## src/logic/sm_consts.svh

```systemverilog
// Shared widths, reset pointer and slave wait bounds for the sensor manager
// Include wherever one of these values is needed

`ifndef SM_CONSTS_SVH
`define SM_CONSTS_SVH

// --------------------
// Widths
// --------------------

// Instruction pointer into sensor memory
`define SM_ADDR_W 10

// Sensor memory word
`define SM_WORD_W 18

// Mailbox segment counter, picks one of 16 enable bits
`define SM_SEG_W 4

// --------------------
// Reset values and limits
// --------------------

// Pointer value out of reset
`define SM_INIT_PTR 0

// Longest ack delay and busy time a target may take, in clock cycles
`define SM_ACK_WAIT_MAX 8
`define SM_BUSY_WAIT_MAX 12

`endif

```

## src/logic/sm_word_pkg.sv

```systemverilog
// Memory side types of the sensor manager: instruction address and the
// two decodings of one sensor memory word

package sm_word_pkg;

`include "sm_consts.svh"

    // Instruction address into sensor memory
    typedef logic [`SM_ADDR_W-1:0] sm_addr_t;

    // --------------------
    // Jump decoding
    // --------------------

    // Upper bits carry the branch target, the rest is the register operand
    typedef struct packed {
        sm_addr_t                          jump_addr;
        logic [`SM_WORD_W-`SM_ADDR_W-1:0]  operand;
    } sm_jump_view_t;

    // --------------------
    // Mailbox decoding
    // --------------------

    // Sixteen enable bits split by a spare bit at position 8
    typedef struct packed {
        logic        spare_hi;
        logic [7:0]  enable_hi;
        logic        spare_mid;
        logic [7:0]  enable_lo;
    } sm_mbox_view_t;

    // Same word seen both ways
    typedef union packed {
        sm_jump_view_t  jump;
        sm_mbox_view_t  mbox;
    } sm_instr_word_u;

endpackage
```

## src/logic/sm_ctrl_pkg.sv

```systemverilog
// Control side types of the sensor manager
// FSM states, register bus request and response, mailbox fields and pointer commands

package sm_ctrl_pkg;

`include "sm_consts.svh"

    import sm_word_pkg::*;

    // --------------------
    // Sequencer states
    // --------------------

    // Codes 3 and 5 are left unused
    typedef enum logic [2:0] {
        sm_idle          = 3'd0,
        sm_inc_ptr       = 3'd1,
        sm_inst_rd       = 3'd2,
        sm_reg_wr        = 3'd4,
        sm_wait_busy_on  = 3'd6,
        sm_wait_busy_off = 3'd7
    } sm_state_e;

    // --------------------
    // Register bus
    // --------------------

    // Write strobes held together until ack
    typedef struct packed {
        logic  we;
        logic  stb;
        logic  cyc;
    } sm_bus_req_t;

    // Target side ack, busy level and the per-register poll request
    typedef struct packed {
        logic  ack;
        logic  busy;
        logic  busy_poll;
    } sm_bus_rsp_t;

    // --------------------
    // Pointer control
    // --------------------

    // Mailbox jump fields from the mailbox block
    typedef struct packed {
        logic                   jump_cycle;
        sm_addr_t               jump_ptr;
        logic [`SM_SEG_W-1:0]   segment;
    } sm_mailbox_t;

    // One cycle pulses with at most one high at a time
    typedef struct packed {
        logic  start;
        logic  advance;
        logic  step;
    } sm_ptr_cmd_t;

endpackage

```

## src/logic/sm_instr_ptr.sv

```systemverilog
// Instruction pointer of the sensor manager; applies the sequencer's commands
// and picks increment, control jump, mailbox jump or hold

`timescale 1ns/1ps

`include "sm_consts.svh"

module sm_instr_ptr
    import sm_word_pkg::*;
    import sm_ctrl_pkg::*;
(
    input  logic            CLK_IN,
    input  logic            RESET_IN,
    input  sm_ptr_cmd_t     ptr_cmd,
    input  sm_addr_t        runtime_addr,
    input  logic            control_jump,
    input  sm_instr_word_u  instr_word,
    input  sm_mailbox_t     mbox,
    output sm_addr_t        instr_ptr
);

    sm_addr_t  ptr_nxt;
    logic      mbox_en;

    // --------------------
    // Mailbox enable select
    // --------------------

    // Top segment bit picks the half, the rest picks the bit in it
    always_comb
    begin
        if (mbox.segment[`SM_SEG_W-1])
            mbox_en = instr_word.mbox.enable_hi[mbox.segment[`SM_SEG_W-2:0]];
        else
            mbox_en = instr_word.mbox.enable_lo[mbox.segment[`SM_SEG_W-2:0]];
    end

    // --------------------
    // Next pointer
    // --------------------

    always_comb
    begin
        ptr_nxt = instr_ptr;

        if (ptr_cmd.start)
        begin
            ptr_nxt = runtime_addr;
        end
        else if (ptr_cmd.step)
        begin
            ptr_nxt = instr_ptr + sm_addr_t'(1);
        end
        else if (ptr_cmd.advance)
        begin
            // Mailbox jump wins over the control jump
            if (mbox.jump_cycle && mbox_en)
                ptr_nxt = mbox.jump_ptr;
            else if (control_jump && !mbox.jump_cycle)
                ptr_nxt = instr_word.jump.jump_addr;
            else if (mbox.jump_cycle)
                ptr_nxt = instr_ptr;    // mailbox bit clear, stay put
            else
                ptr_nxt = instr_ptr + sm_addr_t'(1);
        end
    end

    always_ff @(posedge CLK_IN or posedge RESET_IN)
    begin
        if (RESET_IN)
            instr_ptr <= sm_addr_t'(`SM_INIT_PTR);
        else
            instr_ptr <= ptr_nxt;
    end

    // Pointer only moves one edge after a command pulse
    a_ptr_moves_on_cmd: assert property (@(posedge CLK_IN) disable iff (RESET_IN)
        !$stable(instr_ptr) |-> $past(|ptr_cmd));

endmodule

```

## src/logic/sm_manager_top.sv

```systemverilog
// Sensor manager instruction sequencer, top level
// Joins the control FSM and the pointer block to the outside ports

`timescale 1ns/1ps

module sm_manager_top
    import sm_word_pkg::*;
    import sm_ctrl_pkg::*;
(
    input  logic            CLK_IN,
    input  logic            RESET_IN,
    input  logic            run,
    input  sm_addr_t        runtime_addr,
    input  logic            control_jump,
    input  sm_instr_word_u  instr_word,
    input  sm_mailbox_t     mbox,
    input  sm_bus_rsp_t     bus_rsp,
    output sm_bus_req_t     bus_req,
    output logic            read_select,
    output sm_addr_t        instr_ptr,
    output logic            busy
);

    // Sequencer to pointer commands
    sm_ptr_cmd_t  ptr_cmd;

    // --------------------
    // Control FSM
    // --------------------

    sm_sequencer sm_sequencer_inst (
        .CLK_IN      (CLK_IN),
        .RESET_IN    (RESET_IN),
        .run         (run),
        .bus_rsp     (bus_rsp),
        .bus_req     (bus_req),
        .read_select (read_select),
        .busy        (busy),
        .ptr_cmd     (ptr_cmd)
    );

    // --------------------
    // Instruction pointer
    // --------------------

    sm_instr_ptr sm_instr_ptr_inst (
        .CLK_IN       (CLK_IN),
        .RESET_IN     (RESET_IN),
        .ptr_cmd      (ptr_cmd),
        .runtime_addr (runtime_addr),
        .control_jump (control_jump),
        .instr_word   (instr_word),
        .mbox         (mbox),
        .instr_ptr    (instr_ptr)
    );

endmodule

```

## src/logic/sm_sequencer.sv

```systemverilog
// Control FSM of the sensor manager; fetches each instruction, writes it
// over the register bus and tells the pointer block when to move

`timescale 1ns/1ps

module sm_sequencer
    import sm_ctrl_pkg::*;
(
    input  logic         CLK_IN,
    input  logic         RESET_IN,
    input  logic         run,
    input  sm_bus_rsp_t  bus_rsp,
    output sm_bus_req_t  bus_req,
    output logic         read_select,
    output logic         busy,
    output sm_ptr_cmd_t  ptr_cmd
);

    // --------------------
    // State and next values
    // --------------------

    sm_state_e    state;
    sm_state_e    state_nxt;

    // All outputs are registered, each has a next value
    sm_bus_req_t  bus_req_nxt;
    logic         read_select_nxt;
    logic         busy_nxt;
    sm_ptr_cmd_t  ptr_cmd_nxt;

    always_ff @(posedge CLK_IN or posedge RESET_IN)
    begin
        if (RESET_IN)
        begin
            state       <= sm_idle;
            bus_req     <= '0;
            read_select <= 1'b0;
            busy        <= 1'b0;
            ptr_cmd     <= '0;
        end
        else
        begin
            state       <= state_nxt;
            bus_req     <= bus_req_nxt;
            read_select <= read_select_nxt;
            busy        <= busy_nxt;
            ptr_cmd     <= ptr_cmd_nxt;
        end
    end

    // --------------------
    // Next state logic
    // --------------------

    always_comb
    begin
        // Defaults: strobes low, no pulses, busy while running
        state_nxt       = state;
        bus_req_nxt     = '0;
        read_select_nxt = 1'b0;
        busy_nxt        = 1'b1;
        ptr_cmd_nxt     = '0;

        case (state)
            sm_idle:
            begin
                if (run)
                begin
                    // Load the run-time start address
                    state_nxt         = sm_inc_ptr;
                    ptr_cmd_nxt.start = 1'b1;
                end
                else
                begin
                    busy_nxt = 1'b0;
                end
            end

            sm_inc_ptr:
            begin
                // Pointer has settled, ask memory for the word
                state_nxt       = sm_inst_rd;
                read_select_nxt = 1'b1;
            end

            sm_inst_rd:
            begin
                // Word is on the bus, open the write
                state_nxt   = sm_reg_wr;
                bus_req_nxt = '{we: 1'b1, stb: 1'b1, cyc: 1'b1};
            end

            sm_reg_wr:
            begin
                if (!run)
                begin
                    // Run dropped, abandon the write even if ack is here
                    state_nxt = sm_idle;
                    busy_nxt  = 1'b0;
                end
                else if (!bus_rsp.ack)
                begin
                    // Back-pressure just stretches the write
                    bus_req_nxt = '{we: 1'b1, stb: 1'b1, cyc: 1'b1};
                end
                else if (bus_rsp.busy_poll)
                begin
                    // Target needs time, wait for its busy pulse
                    state_nxt = sm_wait_busy_on;
                end
                else
                begin
                    state_nxt           = sm_inc_ptr;
                    ptr_cmd_nxt.advance = 1'b1;
                end
            end

            sm_wait_busy_on:
            begin
                if (bus_rsp.busy)
                begin
                    state_nxt = sm_wait_busy_off;
                end
            end

            sm_wait_busy_off:
            begin
                // Transfer done, plain increment
                if (!bus_rsp.busy)
                begin
                    state_nxt        = sm_inc_ptr;
                    ptr_cmd_nxt.step = 1'b1;
                end
            end

            default:
            begin
                state_nxt = sm_idle;
                busy_nxt  = 1'b0;
            end
        endcase
    end

    // --------------------
    // Checks
    // --------------------

    // Strobe never goes out without a cycle around it
    a_stb_in_cyc: assert property (@(posedge CLK_IN) disable iff (RESET_IN)
        bus_req.stb |-> bus_req.cyc);

    // Pointer block sees one command at a time
    a_one_ptr_cmd: assert property (@(posedge CLK_IN) disable iff (RESET_IN)
        $onehot0(ptr_cmd));

    // Fetch and register write never overlap
    a_rd_not_wr: assert property (@(posedge CLK_IN) disable iff (RESET_IN)
        !(read_select && bus_req.stb));

endmodule

```

## config.mk

```make
export PLATFORM = sky130hd
export DESIGN_NAME = sm_manager_top
export DESIGN_NICKNAME = d
export VERILOG_FILES = /design/src/logic/sm_word_pkg.sv /design/src/logic/sm_ctrl_pkg.sv /design/src/logic/sm_instr_ptr.sv /design/src/logic/sm_manager_top.sv /design/src/logic/sm_sequencer.sv
export VERILOG_INCLUDE_DIRS = /design/src /design/src/logic
export SDC_FILE = /design/constraint.sdc
export NUM_CORES = 1
export LEC_CHECK = 0
export ABC_AREA = 1
export BUFFER_PORTS_ARGS = -buffer_cell sky130_fd_sc_hd__buf_2
export CORE_ASPECT_RATIO = 0.75
export CORE_MARGIN = 2
export CORE_UTILIZATION = 50
export CTS_CLUSTER_DIAMETER = 120
export DETAILED_ROUTE_END_ITERATION = 7
export GPL_ROUTABILITY_DRIVEN = 1
export GPL_TIMING_DRIVEN = 0
export PLACE_DENSITY = 0.87
export SLEW_MARGIN = 20
export SYNTH_ARGS = -nofsm -noshare
export SYNTH_HDL_FRONTEND = slang
export SYNTH_HIERARCHICAL = 1
export SYNTH_SLANG_ARGS = --single-unit
```

## constraint.sdc

```tcl
create_clock -name CLK_IN -period 1.7 [get_ports CLK_IN]
set_clock_uncertainty 0.15 [all_clocks]
set_input_delay 0.17 -clock CLK_IN [delete_from_list [all_inputs] [get_ports CLK_IN]]
set_output_delay 0.17 -clock CLK_IN [all_outputs]
set_load 0.02 [all_outputs]
```

==> flow_metrics.env, run 1 <==
export IMPL_grt_util_all_layers_pct=24.2
export IMPL_synthTopCellsByArea="dfrtp_1 (26%), nand2_1 (15%), nand3_1 (12%), inv_1 (7.7%), nor2_1 (4.6%)"
export IMPL_cts_root_buf="clkbuf_8"
export IMPL_vdd_drop_max_mv=0.933
export IMPL_setup_violations=0
export IMPL_fin_ws_ps=19.1
export IMPL_final_core_util_pct=70.9
export IMPL_clk_pin_slew_worst_paths_ps=70
export IMPL_numPortBuffers=63
export IMPL_outcome="completed"
export IMPL_synth_nets=329
export IMPL_die_w_um=73.3
export IMPL_diodes=0
export IMPL_max_slew_margin_rel_pct=70.2
export IMPL_die_h_um=56.0
export IMPL_tightest_slew_ps=447
export IMPL_arrival_ps=1670
export IMPL_fmaxAchievable_mhz=595
export IMPL_synth_edf_count=0
export IMPL_dp_hpwl_um=3930
export IMPL_multiInputGateArea_um2=1150
export IMPL_synth_most_common_cell="nand2_1"
export IMPL_end_kind="flip-flop"
export IMPL_h_tree_depth=1
export IMPL_p_per_area_nw_per_um2=1400
export IMPL_drc=0
export IMPL_antenna_found_initial=0
export IMPL_period_share_pct=98.9
export IMPL_post_drt_wl_per_cell_um=13.7
export IMPL_cp_max_fo=4
export IMPL_dieArea_um2=4100
export IMPL_layout_drive_gt1_share_pct=37.9
export IMPL_seq_area_um2=483
export IMPL_ys_top_cells_by_count="nand2_1 (73), nand3_1 (44), inv_1 (37)"
export IMPL_wirelength_um=5380
export IMPL_cts_tree="done"
export IMPL_nets=406
export IMPL_finalSetupTns_ps=0
export IMPL_leakage_uw=0.00133
export IMPL_hold_viol=0
export IMPL_yosysWarnings=6
export IMPL_fillers=277
export IMPL_final_max_slew_violation_count=0
export IMPL_place_inst=381
export IMPL_ant_nets=0
export IMPL_critPathLaunchType="flip-flop"
export IMPL_min_path_type="in2reg"
export IMPL_async_flop_share_pct=100
export IMPL_insertion_delay_ps=250
export IMPL_synth_top_cell_by_area="dfrtp_1"
export IMPL_syn_area_um2=1800
export IMPL_cap_violations=0
export IMPL_fin_crit_ps=1680
export IMPL_cts_max_path_buffers=2
export IMPL_via_per_inst=5.30
export IMPL_synth_distinct_cells=26
export IMPL_pre_cts_slack_ps=-76.3
export IMPL_ys_seq_area_share_pct=26.4
export IMPL_required_ps=1690
export IMPL_grt_max_degree=11
export IMPL_grt_pass1_vias=1839
export IMPL_rsz0062_at_grt="true"
export IMPL_stdcell_area_um2=2380
export IMPL_synth_cells=278
export IMPL_synthFlopType="dfrtp_1"
export IMPL_critPathKind="reg2reg"
export IMPL_drt_first_pass_iters=5
export IMPL_final_cells=394
export IMPL_syn_to_final_growth_pct=32.3
export IMPL_placed_area_um2=2170
export IMPL_rows=18
export IMPL_cts_sinks=19
export IMPL_grt_overflow_total=0
export IMPL_grt_pass1_wl_um=7880
export IMPL_drt_iter0_drc=173
export IMPL_gp_congestion=0.893
export IMPL_vias=2087
export IMPL_start_util_pct=53.6
export IMPL_cts_made_buffers=3
export IMPL_core_area_um2=3360
export IMPL_synth_top_area_share_pct=26.4
export IMPL_avgSynthCellArea_um2=6.47
export IMPL_io_pins=65
export IMPL_ys_ff_latch=19
==> routing by layer <==
metal  global-route usage, %  vias to the layer above  wire (um)
li1                        -                     1036          -
met1                    35.2                      941       2360
met2                    38.5                      104       2510
met3                    3.80                        6        477
met4                    3.70                        0         36
met5                       0                        -          0
==> placed cells by master (no fill, tap or decap), drive strengths merged, types with 3 or more instances in the layout <==
cell,count
xor2,3
o22ai,4
nor2,26
nand3b,7
xnor2,3
buf,79
dlygate4sd3,3
clkbuf,4
nand2,84
inv,42
nand3,51
a21oi,12
o21ai,14
dfrtp,19
==> report_power, final <==
group / internal, uW / total, uW / switching (uW)
clock: 166 / 304 / 138
sequential: 651 / 913 / 262
combinational: 862 / 2120 / 1250
==> flip-flops by register name, summed over array words and instances, names as in the netlist <==
name	flops
sm_sequencer_inst/ptr_cmd	3
sm_sequencer_inst/read_select	1
sm_sequencer_inst/busy	1
sm_sequencer_inst/state	3
sm_instr_ptr_inst/instr_ptr	10
sm_sequencer_inst/bus_req	1
==> final cells by class <==
cell class / instances / area share (%)
timing repair buffer: 72 / 16.4
multi-input combinational: 207 / 48.3
sequential: 19 / 20.3
clock buffer: 4 / 1.89
inverter: 42 / 6.94
tap: 40 / 2.10
buffer: 10 / 4.10
==> logic make-up (layout without fill, tap and decap cells) <==
| family | Yosys count | count (layout) | share of synthesized area (%) |
|---|---|---|---|
| AOI/OAI and AO/OA | 31 | 31 | 9.87 |
| xor gates and xnor gates | 6 | 6 | 2.92 |
| adders and majority gates | 1 | 1 | 0.695 |
| buffers and inverters | 52 | 128 | 14.6 |
| DFF | 19 | 19 | 26.4 |
| and+or+nand+nor | 169 | 169 | 45.5 |
==> per-stage QoR <==
stage                     total power [uW]  hold slack, ps
after detailed placement              2650            19.3
after global routing                  3550            72.1
final                                 3330            57.8
after CTS                             3030            52.8
after floorplan                       2160            -152
after global placement                2590            4.42
==> critical path, stage by stage, from the launching register on <==
cell	delay [ps]
dfrtp_2	440
ha_4	170
nand2_4	60
nor2_4	140
nand3_2	110
xnor2_2	150
nand2_1	80
nand2_1	50
nand2_1	50
nand3_1	60
nand2_1	70
nand2_1	50
==> what timing repair did <==
action	4_1_cts	5_1_grt
endpoints found under the setup margin	4	5
buffers inserted	2	4
hold buffers	3	0
endpoints found under the hold margin	21	0
resized for setup	3	23
pin swaps	2	16
==> worst paths after layout <==
check | startpoint | end | slack (ps) | cells past startpoint
max | sm_instr_ptr_inst/instr_ptr[1] | sm_instr_ptr_inst/instr_ptr[8] | 20 | 11
min | bus_rsp[0] | sm_sequencer_inst/ptr_cmd[1] | 60 | 4
max reg2reg | sm_instr_ptr_inst/instr_ptr[1] | sm_instr_ptr_inst/instr_ptr[8] | 20 | 11
min reg2reg | sm_sequencer_inst/state[2] | sm_sequencer_inst/ptr_cmd[2] | 410 | 2
max in group asynchronous | RESET_IN | sm_instr_ptr_inst/instr_ptr[5] | 780 | 3
min in group asynchronous | RESET_IN | sm_sequencer_inst/state[1] | 300 | 3
(Power assumes the default switching activity.)
==> run 2: changes to the inputs <==
--- a/config.mk
+++ b/config.mk
@@ -10,12 +10,12 @@
 export BUFFER_PORTS_ARGS = -buffer_cell sky130_fd_sc_hd__buf_2
 export CORE_ASPECT_RATIO = 0.75
 export CORE_MARGIN = 2
-export CORE_UTILIZATION = 50
+export CORE_UTILIZATION = 45
 export CTS_CLUSTER_DIAMETER = 120
 export DETAILED_ROUTE_END_ITERATION = 7
 export GPL_ROUTABILITY_DRIVEN = 1
 export GPL_TIMING_DRIVEN = 0
-export PLACE_DENSITY = 0.87
+export PLACE_DENSITY = 0.83
 export SLEW_MARGIN = 20
 export SYNTH_ARGS = -nofsm -noshare
 export SYNTH_HDL_FRONTEND = slang
==> constraint.sdc (replaced) <==
create_clock -name CLK_IN -period 1.4 [get_ports CLK_IN]
set_clock_uncertainty 0.15 [all_clocks]
set_input_delay 0.14 -clock CLK_IN [delete_from_list [all_inputs] [get_ports CLK_IN]]
set_output_delay 0.14 -clock CLK_IN [all_outputs]
set_load 0.02 [all_outputs]
==> flow_metrics.env, run 2 (synthesis gave the netlist of run 1 again) <==
export IMPL_worstPathCellList="ha_4 > nand2_4 > nor2_4 > nand3_2 > xnor2_2 > nand2_1 > nand2_1 > nand2_1 > nand3_1 > nand2_1 > nand2_1"
export IMPL_crit_path_start="sm_instr_ptr_inst/instr_ptr[1]"
export IMPL_rsz0062_at_grt="true"
export IMPL_io_pins=65
export IMPL_layout_commonest_cell="nand2_1"
export IMPL_arrival_ps=1670
export IMPL_hold_ws_ps=20.7
export IMPL_rr_worst_depth=11
export IMPL_ant_nets=0
export IMPL_drc=0
export IMPL_vias=2105
export IMPL_critPathLaunchType="flip-flop"
export IMPL_insertion_delay_ps=260
export IMPL_required_ps=1390
export IMPL_start_util_pct=47.9
export IMPL_cts_tree="done"
export IMPL_cp_max_fo=4
export IMPL_critPathKind="reg2reg"
export IMPL_cp_common_cell="nand2_1"
export IMPL_cts_made_buffers=3
export IMPL_final_core_util_pct=65.6
export IMPL_crit_path_max_incr_delay_ps=430
export IMPL_cts_max_path_buffers=2
export IMPL_rows=19
export IMPL_min_from="bus_rsp[0]"
export IMPL_drt_iter0_drc=188
export IMPL_gp_congestion=0.959
export IMPL_most_common_layout_cells="nand2_1 (69), buf_2 (63), nand3_1 (39)"
export IMPL_violations="negative setup slack"
export IMPL_grt_max_degree=12
export IMPL_cts_root_buf="clkbuf_8"
export IMPL_ff2ff_setup_slack_ps=-280
export IMPL_die_h_um=58.8
export IMPL_grt_pass1_vias=1853
export IMPL_outcome="complete, but fails checks"
export IMPL_min_path_type="in2reg"
export IMPL_via_per_inst=5.17
export IMPL_cap_violations=0
export IMPL_die_w_um=77.0
export IMPL_drt_first_pass_iters=5
export IMPL_fmaxAchievable_mhz=595
export IMPL_min_path_cells=4
export IMPL_setup_violations=8
export IMPL_post_drt_wl_per_cell_um=13.0
export IMPL_end_kind="flip-flop"
export IMPL_path_delay_family="simple AND/OR/NAND/NOR gates"
export IMPL_cpMaxStageDelayCell="dfrtp_2"
export IMPL_grt_util_all_layers_pct=21.8
export IMPL_numPortBuffers=63
export IMPL_vdd_drop_max_mv=1.23
export IMPL_cp_num_buf_inv=0
export IMPL_fin_ws_ps=-281
export IMPL_diodes=0
export IMPL_regMostFlops="sm_instr_ptr_inst/instr_ptr"
export IMPL_total_power_uw=4130
export IMPL_h_tree_depth=1
export IMPL_largest_reg_flops=10
export IMPL_period_share_pct=120
export IMPL_rr_endpoint="sm_instr_ptr_inst/instr_ptr[8]"
export IMPL_fillers=349
export IMPL_antenna_found_initial=0
export IMPL_syn_to_final_growth_pct=36.9
export IMPL_tightest_slew_ps=505
export IMPL_dp_hpwl_um=3930
export IMPL_cts_sinks=19
export IMPL_grt_overflow_total=0
export IMPL_wirelength_um=5290
export IMPL_top_regs="sm_instr_ptr_inst/instr_ptr x10, sm_sequencer_inst/ptr_cmd x3, sm_sequencer_inst/state x3"
export IMPL_dieArea_um2=4530
export IMPL_layout_drive_gt1_share_pct=42.8
export IMPL_hold_viol=0
export IMPL_holdPathEnd="sm_sequencer_inst/ptr_cmd[1]"
export IMPL_nets=407
export IMPL_grt_pass1_wl_um=8050
export IMPL_core_area_um2=3760
export IMPL_p_per_area_nw_per_um2=1680
export IMPL_cp_num_cells=11
export IMPL_leakage_uw=0.00136
export IMPL_max_slew_margin_rel_pct=66.3
export IMPL_clk_pin_slew_worst_paths_ps=80
export IMPL_final_max_slew_violation_count=0
export IMPL_fin_crit_ps=1680
export IMPL_timing_rr_start="sm_instr_ptr_inst/instr_ptr[1]"
## run 2: routing by layer
| layer | global-route usage [%] | vias up | part of all wire [%] |
|---|---|---|---|
| met3 | 3.53 | 2 | 6.8 |
| met5 | 0 | - | 0 |
| li1 | - | 1040 | - |
| met1 | 30.9 | 969 | 45 |
| met2 | 36.6 | 94 | 48 |
| met4 | 3.06 | 0 | 0.55 |
## run 2: worst reg2reg max path, delay by kind of cell, from the launching register on
family | cells | cell delay [ps]
simple gates | 9 | 680
flops | 1 | 430
fa+ha+maj | 1 | 170
xor+xnor | 1 | 150
## run 2: how the worst max path moves through the flow
| stage | end |
|---|---|
| 2_1_floorplan | sm_instr_ptr_inst/instr_ptr[8] |
| 3_3_place_gp | sm_instr_ptr_inst/instr_ptr[8] |
| 3_5_place_dp | sm_instr_ptr_inst/instr_ptr[8] |
| 4_1_cts | sm_instr_ptr_inst/instr_ptr[9] |
| 5_1_grt | sm_instr_ptr_inst/instr_ptr[6] |
| 6_report | sm_instr_ptr_inst/instr_ptr[8] |
## run 2: per-stage QoR
| stage | cells | worst slack (ps) | instance area [um^2] | TNS, ps |
|---|---|---|---|---|
| 6_report | 407 | -281 | 2460 | -1370 |
| 5_1_grt | 407 | -375 | 2460 | -2190 |
| 3_5_place_dp | 393 | -264 | 2210 | -1920 |
| 2_1_floorplan | 278 | -169 | 1830 | -781 |
| 3_3_place_gp | 393 | -260 | 2210 | -1660 |
| 4_1_cts | 401 | -235 | 2310 | -1570 |
## run 2: area by class of cell
class	instances	area, um^2	share of cell area (%)
Sequential cell	19	485	19.7
Inverter	42	165	6.71
Tap cell	52	65.1	2.64
Buffer	10	97.6	3.96
Timing Repair Buffer	73	402	16.3
Multi-Input combinational cell	207	1200	48.8
Clock buffer	3	41.3	1.68
Clock inverter	1	5.00	0.203
## run 2: what timing repair did
action / 4_1_cts / 5_1_grt
gates resized for setup: 4 / 37
hold buffers: 3 / 0
pin swaps: 2 / 16
endpoints found under the setup margin: 10 / 12
buffers inserted: 1 / 7
hold endpoints to repair: 21 / 0
## run 2: where the power goes
group	internal, uW	switching (uW)
Clock	198	180
Combinational	1100	1540
Sequential	795	321
